### config.mk
export PLATFORM = sky130hd
export DESIGN_NAME = cpu_core
export DESIGN_NICKNAME = d
export VERILOG_FILES = /design/src/design/cpu_pkg.sv /design/src/design/bypass_if.sv /design/src/design/cpu_core.sv /design/src/design/hazard_unit.sv /design/src/design/execute_stage.sv /design/src/design/decode_stage.sv /design/src/design/fetch_stage.sv /design/src/design/pipe_reg.sv
export VERILOG_INCLUDE_DIRS = /design/src /design/src/design
export SDC_FILE = /design/constraint.sdc
export NUM_CORES = 2
export LEC_CHECK = 0
export BUFFER_PORTS_ARGS = -buffer_cell sky130_fd_sc_hd__buf_2
export CAP_MARGIN = 20
export CORE_MARGIN = 4
export CORE_UTILIZATION = 63
export CTS_CLUSTER_SIZE = 30
export DETAILED_ROUTE_END_ITERATION = 12
export PLACE_DENSITY = 0.76
export SLEW_MARGIN = 20
export SYNTH_ARGS = -nofsm -noshare
export SYNTH_HDL_FRONTEND = slang
export SYNTH_SLANG_ARGS = --single-unit
### constraint.sdc
create_clock -name clock -period 6.1 [get_ports clock]
set_input_delay 0 -clock clock [delete_from_list [all_inputs] [get_ports clock]]
set_output_delay 0 -clock clock [all_outputs]
set_load 0.01 [all_outputs]
### src/design/cpu_settings.svh
// core-wide sizing macros, included by the package and by any module that needs a width
`ifndef CPU_SETTINGS_SVH
`define CPU_SETTINGS_SVH

// data path and instruction word width
`define CPU_XLEN 16

// architectural registers, r0 reads as zero
`define CPU_NREGS 16

// private instruction memory, in words
`define CPU_IMEM_DEPTH 256

// must cover CPU_IMEM_DEPTH, also the pc width
`define CPU_IMEM_AW 8

`endif
### src/design/cpu_pkg.sv
// shared types of the pipelined core: opcodes, alu ops, control word and stage payloads
`include "cpu_settings.svh"

package cpu_pkg;

    typedef logic [`CPU_XLEN-1:0]           word_t;
    typedef logic [`CPU_IMEM_AW-1:0]        pc_t;
    typedef logic [$clog2(`CPU_NREGS)-1:0]  reg_idx_t;

    // opcode lives in instr[3:0]
    typedef enum logic [3:0] {
        op_nop  = 4'h0,
        op_add  = 4'h1,
        op_sub  = 4'h2,
        op_and  = 4'h3,
        op_or   = 4'h4,
        op_addi = 4'h5,
        op_li   = 4'h6,
        op_lw   = 4'h7,
        op_sw   = 4'h8,
        op_beq  = 4'h9
    } opcode_t;

    typedef enum logic [2:0] {
        alu_add    = 3'd0,
        alu_sub    = 3'd1,
        alu_and    = 3'd2,
        alu_or     = 3'd3,
        alu_pass_b = 3'd4
    } alu_op_t;

    // all zero is a nop
    typedef struct packed {
        alu_op_t alu_op;
        logic    use_imm;
        logic    reg_write;
        logic    mem_read;
        logic    mem_write;
        logic    is_branch;
    } ctrl_t;

    typedef struct packed {
        pc_t   pc;
        word_t instr;
    } fd_t;

    typedef struct packed {
        ctrl_t    ctrl;
        pc_t      pc;
        word_t    a;
        word_t    b;
        word_t    store_data;
        word_t    imm;
        reg_idx_t rd;
        reg_idx_t rs1;
        reg_idx_t rs2;
    } de_t;

    typedef struct packed {
        ctrl_t    ctrl;
        word_t    alu_result;
        word_t    store_data;
        reg_idx_t rd;
    } em_t;

    typedef struct packed {
        logic     reg_write;
        logic     mem_read;
        word_t    alu_result;
        word_t    load_data;
        reg_idx_t rd;
    } mw_t;

    // operand source selects driven by the hazard unit
    localparam logic [1:0] fwd_reg = 2'd0;
    localparam logic [1:0] fwd_mem = 2'd1;
    localparam logic [1:0] fwd_wb  = 2'd2;

    // value written back by the instruction in writeback
    function automatic word_t wb_value(mw_t w);
        return w.mem_read ? w.load_data : w.alu_result;
    endfunction

endpackage

### src/design/bypass_if.sv
// register numbers and write enables gathered from the pipeline for hazard detection
interface bypass_if import cpu_pkg::*; ();

    // effective sources of the instruction in decode, zero when unused
    reg_idx_t dec_rs1;
    reg_idx_t dec_rs2;

    // instruction in execute
    reg_idx_t ex_rs1;
    reg_idx_t ex_rs2;
    reg_idx_t ex_rd;
    logic     ex_we;
    logic     ex_load;

    // older instructions still able to forward
    reg_idx_t mem_rd;
    logic     mem_we;
    reg_idx_t wb_rd;
    logic     wb_we;

    modport decode (
        output dec_rs1, dec_rs2
    );

    modport pipe (
        output ex_rs1, ex_rs2, ex_rd, ex_we, ex_load,
        output mem_rd, mem_we, wb_rd, wb_we
    );

    modport hazard (
        input dec_rs1, dec_rs2,
        input ex_rs1, ex_rs2, ex_rd, ex_we, ex_load,
        input mem_rd, mem_we, wb_rd, wb_we
    );

endinterface

### src/design/cpu_core.sv
// top level of the five-stage core; data memory attaches to the plain memory ports
`include "cpu_settings.svh"

module cpu_core import cpu_pkg::*; (
    input  logic                    clock,
    input  logic                    arst_n,
    input  logic                    prog_we,
    input  logic [`CPU_IMEM_AW-1:0] prog_addr,
    input  logic [`CPU_XLEN-1:0]    prog_data,
    input  logic [`CPU_XLEN-1:0]    read_in,
    output logic [`CPU_XLEN-1:0]    mem_addr,
    output logic                    mem_read,
    output logic                    mem_write,
    output logic [`CPU_XLEN-1:0]    write_out
);

    fd_t        fd_d;
    fd_t        fd_q;
    de_t        de_d;
    de_t        de_q;
    em_t        em_d;
    em_t        em_q;
    mw_t        mw_d;
    mw_t        mw_q;
    logic       stall;
    logic       flush;
    logic [1:0] fwd_a;
    logic [1:0] fwd_b;
    logic       branch_taken;
    pc_t        branch_target;

    bypass_if byp0 ();

    fetch_stage fetch0 (
        .clock         (clock),
        .arst_n        (arst_n),
        .stall         (stall),
        .branch_taken  (branch_taken),
        .branch_target (branch_target),
        .prog_we       (prog_we),
        .prog_addr     (prog_addr),
        .prog_data     (prog_data),
        .fd            (fd_d)
    );

    pipe_reg #(.payload_t(fd_t)) fd_reg0 (
        .clock (clock), .arst_n (arst_n),
        .stall (stall), .flush (flush), .bubble (1'b0),
        .d     (fd_d),  .q     (fd_q)
    );

    decode_stage decode0 (
        .clock  (clock),
        .arst_n (arst_n),
        .fd     (fd_q),
        .wb     (mw_q),
        .byp    (byp0),
        .de     (de_d)
    );

    // a stalled decode leaves a bubble in execute
    pipe_reg #(.payload_t(de_t)) de_reg0 (
        .clock (clock), .arst_n (arst_n),
        .stall (1'b0),  .flush (flush), .bubble (stall),
        .d     (de_d),  .q     (de_q)
    );

    execute_stage execute0 (
        .de            (de_q),
        .fwd_a         (fwd_a),
        .fwd_b         (fwd_b),
        .mem_result    (em_q.alu_result),
        .wb_result     (wb_value(mw_q)),
        .em            (em_d),
        .branch_taken  (branch_taken),
        .branch_target (branch_target)
    );

    pipe_reg #(.payload_t(em_t)) em_reg0 (
        .clock (clock), .arst_n (arst_n),
        .stall (1'b0),  .flush (1'b0), .bubble (1'b0),
        .d     (em_d),  .q     (em_q)
    );

    // memory stage, load data comes back in the same cycle
    assign mem_addr  = em_q.alu_result;
    assign mem_read  = em_q.ctrl.mem_read;
    assign mem_write = em_q.ctrl.mem_write;
    assign write_out = em_q.store_data;

    assign mw_d.reg_write  = em_q.ctrl.reg_write;
    assign mw_d.mem_read   = em_q.ctrl.mem_read;
    assign mw_d.alu_result = em_q.alu_result;
    assign mw_d.load_data  = read_in;
    assign mw_d.rd         = em_q.rd;

    pipe_reg #(.payload_t(mw_t)) mw_reg0 (
        .clock (clock), .arst_n (arst_n),
        .stall (1'b0),  .flush (1'b0), .bubble (1'b0),
        .d     (mw_d),  .q     (mw_q)
    );

    // pipeline register fields seen by the hazard unit
    assign byp0.ex_rs1  = de_q.rs1;
    assign byp0.ex_rs2  = de_q.rs2;
    assign byp0.ex_rd   = de_q.rd;
    assign byp0.ex_we   = de_q.ctrl.reg_write;
    assign byp0.ex_load = de_q.ctrl.mem_read;
    assign byp0.mem_rd  = em_q.rd;
    assign byp0.mem_we  = em_q.ctrl.reg_write;
    assign byp0.wb_rd   = mw_q.rd;
    assign byp0.wb_we   = mw_q.reg_write;

    hazard_unit hazard0 (
        .byp          (byp0),
        .branch_taken (branch_taken),
        .stall        (stall),
        .flush        (flush),
        .fwd_a        (fwd_a),
        .fwd_b        (fwd_b)
    );

endmodule

### src/design/hazard_unit.sv
// load-use stall, branch flush and operand forwarding selects for the pipeline
module hazard_unit import cpu_pkg::*; (
    bypass_if.hazard   byp,
    input  logic       branch_taken,
    output logic       stall,
    output logic       flush,
    output logic [1:0] fwd_a,
    output logic [1:0] fwd_b
);

    logic load_use;

    // youngest producer wins and r0 is never forwarded
    function automatic logic [1:0] fwd_sel(reg_idx_t rs);
        if (rs == '0) begin
            return fwd_reg;
        end
        if (byp.mem_we && byp.mem_rd == rs) begin
            return fwd_mem;
        end
        if (byp.wb_we && byp.wb_rd == rs) begin
            return fwd_wb;
        end
        return fwd_reg;
    endfunction

    // unused decode sources are zero and r0 never stalls
    assign load_use = byp.ex_load && byp.ex_we && byp.ex_rd != '0 &&
                      (byp.ex_rd == byp.dec_rs1 || byp.ex_rd == byp.dec_rs2);

    // flush beats stall
    assign flush = branch_taken;
    assign stall = load_use && !branch_taken;

    assign fwd_a = fwd_sel(byp.ex_rs1);
    assign fwd_b = fwd_sel(byp.ex_rs2);

    // a load in execute always reports its register write
    always_comb begin
        assert final (!byp.ex_load || byp.ex_we)
            else $error("load in execute without a register write");
    end

endmodule

### src/design/execute_stage.sv
// execute stage with operand forwarding, the alu and beq resolution
module execute_stage import cpu_pkg::*; (
    input  de_t        de,
    input  logic [1:0] fwd_a,
    input  logic [1:0] fwd_b,
    input  word_t      mem_result,
    input  word_t      wb_result,
    output em_t        em,
    output logic       branch_taken,
    output pc_t        branch_target
);

    word_t op_a;
    word_t op_b_reg;
    word_t alu_b;
    word_t store_fwd;
    word_t alu_y;

    function automatic word_t pick(logic [1:0] sel, word_t reg_val);
        case (sel)
            fwd_mem: return mem_result;
            fwd_wb:  return wb_result;
            default: return reg_val;
        endcase
    endfunction

    // store data shares the rs2 select
    assign op_a      = pick(fwd_a, de.a);
    assign op_b_reg  = pick(fwd_b, de.b);
    assign store_fwd = pick(fwd_b, de.store_data);
    assign alu_b     = de.ctrl.use_imm ? de.imm : op_b_reg;

    always_comb begin
        case (de.ctrl.alu_op)
            alu_sub:    alu_y = op_a - alu_b;
            alu_and:    alu_y = op_a & alu_b;
            alu_or:     alu_y = op_a | alu_b;
            alu_pass_b: alu_y = alu_b;
            default:    alu_y = op_a + alu_b;
        endcase
    end

    // target is relative to the branch's own pc
    assign branch_taken  = de.ctrl.is_branch && (op_a == op_b_reg);
    assign branch_target = de.pc + de.imm[$bits(pc_t)-1:0];

    assign em.ctrl       = de.ctrl;
    assign em.alu_result = alu_y;
    assign em.store_data = store_fwd;
    assign em.rd         = de.rd;

    // a redirect only ever comes from a side-effect-free beq out of decode
    always_comb begin
        assert final (!branch_taken || (!de.ctrl.reg_write && !de.ctrl.mem_read
                      && !de.ctrl.mem_write))
            else $error("taken branch carries a register or memory write");
    end

endmodule

### src/design/decode_stage.sv
// instruction decode, immediate generation and the register file with write-through
`include "cpu_settings.svh"

module decode_stage import cpu_pkg::*; (
    input  logic     clock,
    input  logic     arst_n,
    input  fd_t      fd,
    input  mw_t      wb,
    bypass_if.decode byp,
    output de_t      de
);

    word_t    regs [`CPU_NREGS];
    word_t    wb_data;
    opcode_t  op;
    ctrl_t    ctrl;
    reg_idx_t rd;
    reg_idx_t rs1;
    reg_idx_t rs2;
    word_t    imm;

    assign wb_data = wb_value(wb);

    // r0 is hardwired, a same-cycle write is passed straight through
    function automatic word_t rf_read(reg_idx_t idx);
        if (idx == '0) begin
            return '0;
        end
        if (wb.reg_write && wb.rd == idx) begin
            return wb_data;
        end
        return regs[idx];
    endfunction

    always_comb begin
        op   = opcode_t'(fd.instr[3:0]);
        ctrl = '0;
        rd   = fd.instr[7:4];
        rs1  = '0;
        rs2  = '0;
        imm  = {{(`CPU_XLEN-4){fd.instr[15]}}, fd.instr[15:12]};
        case (op)
            op_add, op_sub, op_and, op_or: begin
                ctrl.reg_write = 1'b1;
                rs1 = fd.instr[11:8];
                rs2 = fd.instr[15:12];
                case (op)
                    op_sub:  ctrl.alu_op = alu_sub;
                    op_and:  ctrl.alu_op = alu_and;
                    op_or:   ctrl.alu_op = alu_or;
                    default: ctrl.alu_op = alu_add;
                endcase
            end
            op_addi: begin
                ctrl.use_imm   = 1'b1;
                ctrl.reg_write = 1'b1;
                rs1 = fd.instr[11:8];
            end
            op_li: begin
                // byte immediate overlaps the rs1 field
                ctrl.alu_op    = alu_pass_b;
                ctrl.use_imm   = 1'b1;
                ctrl.reg_write = 1'b1;
                imm = {{(`CPU_XLEN-8){fd.instr[15]}}, fd.instr[15:8]};
            end
            op_lw: begin
                ctrl.use_imm   = 1'b1;
                ctrl.reg_write = 1'b1;
                ctrl.mem_read  = 1'b1;
                rs1 = fd.instr[11:8];
            end
            op_sw: begin
                ctrl.use_imm   = 1'b1;
                ctrl.mem_write = 1'b1;
                rs1 = fd.instr[11:8];
                rs2 = fd.instr[7:4];
            end
            op_beq: begin
                ctrl.is_branch = 1'b1;
                rs1 = fd.instr[11:8];
                rs2 = fd.instr[7:4];
            end
            default: begin
                // unused encodings behave as nop
                rd = '0;
            end
        endcase
    end

    // register file in flops, cleared on reset
    always_ff @(posedge clock or negedge arst_n) begin
        if (!arst_n) begin
            for (int i = 0; i < `CPU_NREGS; i++) begin
                regs[i] <= '0;
            end
        end else if (wb.reg_write && wb.rd != '0) begin
            regs[wb.rd] <= wb_data;
        end
    end

    always_comb begin
        de.ctrl       = ctrl;
        de.pc         = fd.pc;
        de.a          = rf_read(rs1);
        de.b          = rf_read(rs2);
        de.store_data = ctrl.mem_write ? rf_read(rs2) : '0;
        de.imm        = imm;
        de.rd         = rd;
        de.rs1        = rs1;
        de.rs2        = rs2;
    end

    assign byp.dec_rs1 = rs1;
    assign byp.dec_rs2 = rs2;

endmodule

### src/design/fetch_stage.sv
// instruction fetch: pc, private instruction memory with its load port, next-pc select
`include "cpu_settings.svh"

module fetch_stage import cpu_pkg::*; (
    input  logic  clock,
    input  logic  arst_n,
    input  logic  stall,
    input  logic  branch_taken,
    input  pc_t   branch_target,
    input  logic  prog_we,
    input  pc_t   prog_addr,
    input  word_t prog_data,
    output fd_t   fd
);

    word_t imem [`CPU_IMEM_DEPTH];
    pc_t   pc;
    pc_t   pc_next;

    // loaded by the program port while reset is held
    always_ff @(posedge clock) begin
        if (prog_we) begin
            imem[prog_addr] <= prog_data;
        end
    end

    // taken branch wins over a load-use hold
    always_comb begin
        if (branch_taken) begin
            pc_next = branch_target;
        end else if (stall) begin
            pc_next = pc;
        end else begin
            pc_next = pc + 1'b1;
        end
    end

    always_ff @(posedge clock or negedge arst_n) begin
        if (!arst_n) begin
            pc <= '0;
        end else begin
            pc <= pc_next;
        end
    end

    assign fd.pc    = pc;
    assign fd.instr = imem[pc];

    // no program writes once the core has started running
    assert property (@(posedge clock) disable iff (!arst_n) !(prog_we && pc != '0))
        else $error("program port written while the core is running");

endmodule

### src/design/pipe_reg.sv
// stage boundary register for any packed payload, with hold, flush and bubble insertion
module pipe_reg #(
    parameter type payload_t = logic [7:0]
) (
    input  logic     clock,
    input  logic     arst_n,
    input  logic     stall,
    input  logic     flush,
    input  logic     bubble,
    input  payload_t d,
    output payload_t q
);

    // an all-zero payload carries a nop control word
    always_ff @(posedge clock or negedge arst_n) begin
        if (!arst_n) begin
            q <= '0;
        end else if (flush || bubble) begin
            q <= '0;
        end else if (!stall) begin
            q <= d;
        end
    end

    // upstream stages must never hand over undefined payloads
    assert property (@(posedge clock) disable iff (!arst_n) !$isunknown(q))
        else $error("pipe_reg holds an unknown payload");

endmodule

==> flow_metrics.env <==
export IMPL_ir_worst_vdd_v=0.000433
export IMPL_grt_antenna_before_repair=29
export IMPL_syn_to_final_growth_pct=12.1
export IMPL_gr_usage_all_layers=0.335
export IMPL_syn_avg_cell_area_um2=18.2
export IMPL_async_flop_share=0.0988
export IMPL_dp_hpwl_mm=290
export IMPL_dr_total_vias=103000
export IMPL_finalHoldViolCount=0
export IMPL_synthesis_nets=10100
export IMPL_grt_pass1_wl_mm=727
export IMPL_postSynthCellCount=10100
export IMPL_final_core_util=0.710
export IMPL_powerDensity_nw_per_um2=475
export IMPL_critPathArrivalTime_ns=6.35
export IMPL_maxCapViolations=0
export IMPL_critPathLaunchType="flip-flop"
export IMPL_dieArea_um2=299000
export IMPL_hold_worst_slack_ns=0.0650
export IMPL_crit_required_ns=6.90
export IMPL_cts_made_buffers=436
export IMPL_critical_path_class="flip-flop to flip-flop"
export IMPL_drive_gt1_frac=0.206
export IMPL_worst_path_max_fanout=11
export IMPL_hold_path_class="input pin to flip-flop"
export IMPL_num_fill_cells=16800
export IMPL_wl_per_cell_um=34.5
export IMPL_rows=197
export IMPL_gp_congestion=0.895
export IMPL_maxSlewHeadroom=0.177
export IMPL_drt_iter0_drc=16900
export IMPL_avgViaCountPerCell=7.09
export IMPL_status="finished, final reports clean"
export IMPL_finalWorstSetupSlack_ns=0.550
export IMPL_place_port_buffers=76
export IMPL_ys_ff_latch=4545
export IMPL_io_pins=77
export IMPL_timing_fmax_mhz=180
export IMPL_leakage_nw=70.2
export IMPL_netlist_area_um2=183000
export IMPL_insertion_delay_ns=0.98
export IMPL_grt_overflow=0
export IMPL_stdcell_area_um2=205000
export IMPL_crit_path_end_kind="flip-flop"
export IMPL_fin_cells=14600
export IMPL_fin_tns_setup_ns=0
export IMPL_setup_viol=0
export IMPL_placed_cell_area_um2=189000
export IMPL_finalCritPeriodShare=0.910
export IMPL_ctsRootBufferMaster="clkbuf_16"
export IMPL_design_core_area_um2=288000
export IMPL_clock_sinks=4545
export IMPL_total_power_mw=97.2
export IMPL_htreeDepth=5
export IMPL_start_util=0.633
export IMPL_slew_violations=0
export IMPL_dp_slack_ns=0.454
export IMPL_dp_cells=13700
export IMPL_grt_pass1_vias=102000
export IMPL_fin_crit_ns=5.55
export IMPL_yosysUniqueCellTypes=85
export IMPL_drcViolationCount=0
export IMPL_worst_pin_slew_ns=1.23
export IMPL_cts_tree="built"
export IMPL_ys_flop_type="edfxtp_1"
export IMPL_drt_pass1_iter_count=8
export IMPL_die_h_um=546
export IMPL_ys_seq_area_frac=0.735
export IMPL_fp_dieW_um=546
export IMPL_ant_nets=0
export IMPL_path_clk_slew_ns=0.07
export IMPL_route_final_wire_length_mm=503
export IMPL_yosysWarningCount=0
export IMPL_cts_buffer_depth=4
export IMPL_final_setup_skew_ns=0.0610
export IMPL_synth_edff_count=4096
export IMPL_finalNetCount=10500
export IMPL_post_cts_buffers=0
export IMPL_grt_max_degree=200
export IMPL_grt_setup_unrepaired="no"
## power breakdown
part,leakage [nW],switching [mW],total [mW],internal [mW]
clock network,7.02,11.8,27.3,15.5
logic,20.7,20.5,33.1,12.6
registers,42.5,1.51,36.8,35.3
## path summary, 6_finish.rpt
check,start,endpoint,slack (ns),cells after the start
worst min-delay path,prog_data[3],fetch0.imem[65][3],0.06,2
worst max register to register,de_reg0.q[2],em_reg0.q[35],0.55,22
worst max-delay path,de_reg0.q[2],em_reg0.q[35],0.55,22
min in group asynchronous,arst_n,decode0.regs[29],0.21,4
worst min register to register,de_reg0.q[11],em_reg0.q[3],0.42,0
max in group asynchronous,arst_n,fetch0.pc[2],4.87,4
## state kept, by name, summed over array words and instances, names as in the netlist
signal / count
em_reg0.q: 39
fetch0.imem: 4096
de_reg0.q: 84
fd_reg0.q: 24
fetch0.pc: 8
mw_reg0.q: 38
decode0.regs: 256
## cells by family after synthesis
kind of cell               count (synthesis)  synth area share
xor gates and xnor gates                  70           0.00336
and+or+nand+nor                         1354            0.0328
AOI/OAI and AO/OA                       1587            0.0586
DFF                                     4545             0.735
muxes                                   1657             0.147
buffers and inverters                    794            0.0196
adders and majority gates                 52           0.00344
## critical path, cell delays in order (launching register included)
cell	delay, ns
dfrtp_1	0.43
xor2_1	0.18
nor4_1	0.41
o21a_1	0.21
inv_1	0.06
ha_1	0.41
inv_1	0.29
mux2i_1	0.32
nor2_1	0.07
a21oi_1	0.28
ha_1	0.23
nand2_1	0.10
nor4_1	0.50
nor2_1	0.11
xnor2_1	0.16
ha_1	0.34
and3_1	0.21
nand3_1	0.09
a21oi_1	0.08
o41ai_2	0.43
o21ai_0	0.19
xnor2_1	0.17
o221ai_1	0.15
## synth_stat cells (all sizes together), types with 25 or more instances
master | n | area (µm²)
edfxtp | 4096 | 123000
mux4 | 814 | 18300
mux2i | 787 | 7880
nor2 | 645 | 2420
clkbuf | 454 | 1700
dfrtp | 449 | 11200
a21oi | 385 | 1930
a221oi | 336 | 2950
o21ai | 332 | 1660
nand2 | 285 | 1070
buf | 271 | 1620
nand3 | 165 | 851
a22oi | 146 | 1100
a31oi | 67 | 419
inv | 67 | 251
nor3 | 59 | 295
mux2 | 56 | 638
xnor2 | 43 | 377
nand4 | 39 | 244
a211oi | 36 | 270
nand2b | 36 | 225
ha | 35 | 438
o22ai | 35 | 219
a221o | 32 | 320
o211ai | 30 | 225
xor2 | 27 | 236
nor2b | 25 | 156
## routing by layer
| layer | part of all wire | up-vias | routed length (µm) | track usage |
|---|---|---|---|---|
| met5 | 0.00034 | - | 171 | 0 |
| li1 | - | 41500 | - | - |
| met4 | 0.055 | 26 | 27500 | 0.153 |
| met2 | 0.47 | 7859 | 235000 | 0.515 |
| met1 | 0.35 | 52500 | 175000 | 0.467 |
| met3 | 0.13 | 1357 | 65700 | 0.0774 |
## cell type report
class / instances / area, µm² / area share
Clock inverter: 287 / 3070 / 0.0150
Inverter: 69 / 275 / 0.00134
Sequential cell: 4545 / 134000 / 0.656
Tap cell: 3781 / 4730 / 0.0231
Antenna cell: 8 / 20.0 / 0.0000978
Timing Repair Buffer: 637 / 5650 / 0.0276
Multi-Input combinational cell: 4720 / 45300 / 0.221
Clock buffer: 526 / 11400 / 0.0557
## timing repair
| item | 4_1_cts | 5_1_grt |
|---|---|---|
| hold buffers | 61 | 0 |
| endpoints found under the setup margin | 0 | 2 |
| gates resized for setup | 0 | 1 |
| endpoints found under the hold margin | 3103 | 0 |
## cells in the final DEF (no fill, tap or decap), types with 154 or more instances in the layout
cell	n
edfxtp_1	4096
mux4_2	814
mux2i_1	785
nor2_1	580
dfrtp_1	442
clkbuf_16	439
buf_4	439
a21oi_1	382
a221oi_1	335
o21ai_0	329
nand2_1	278
nand3_1	154
Note: power is estimated with default switching activity, not from simulation.
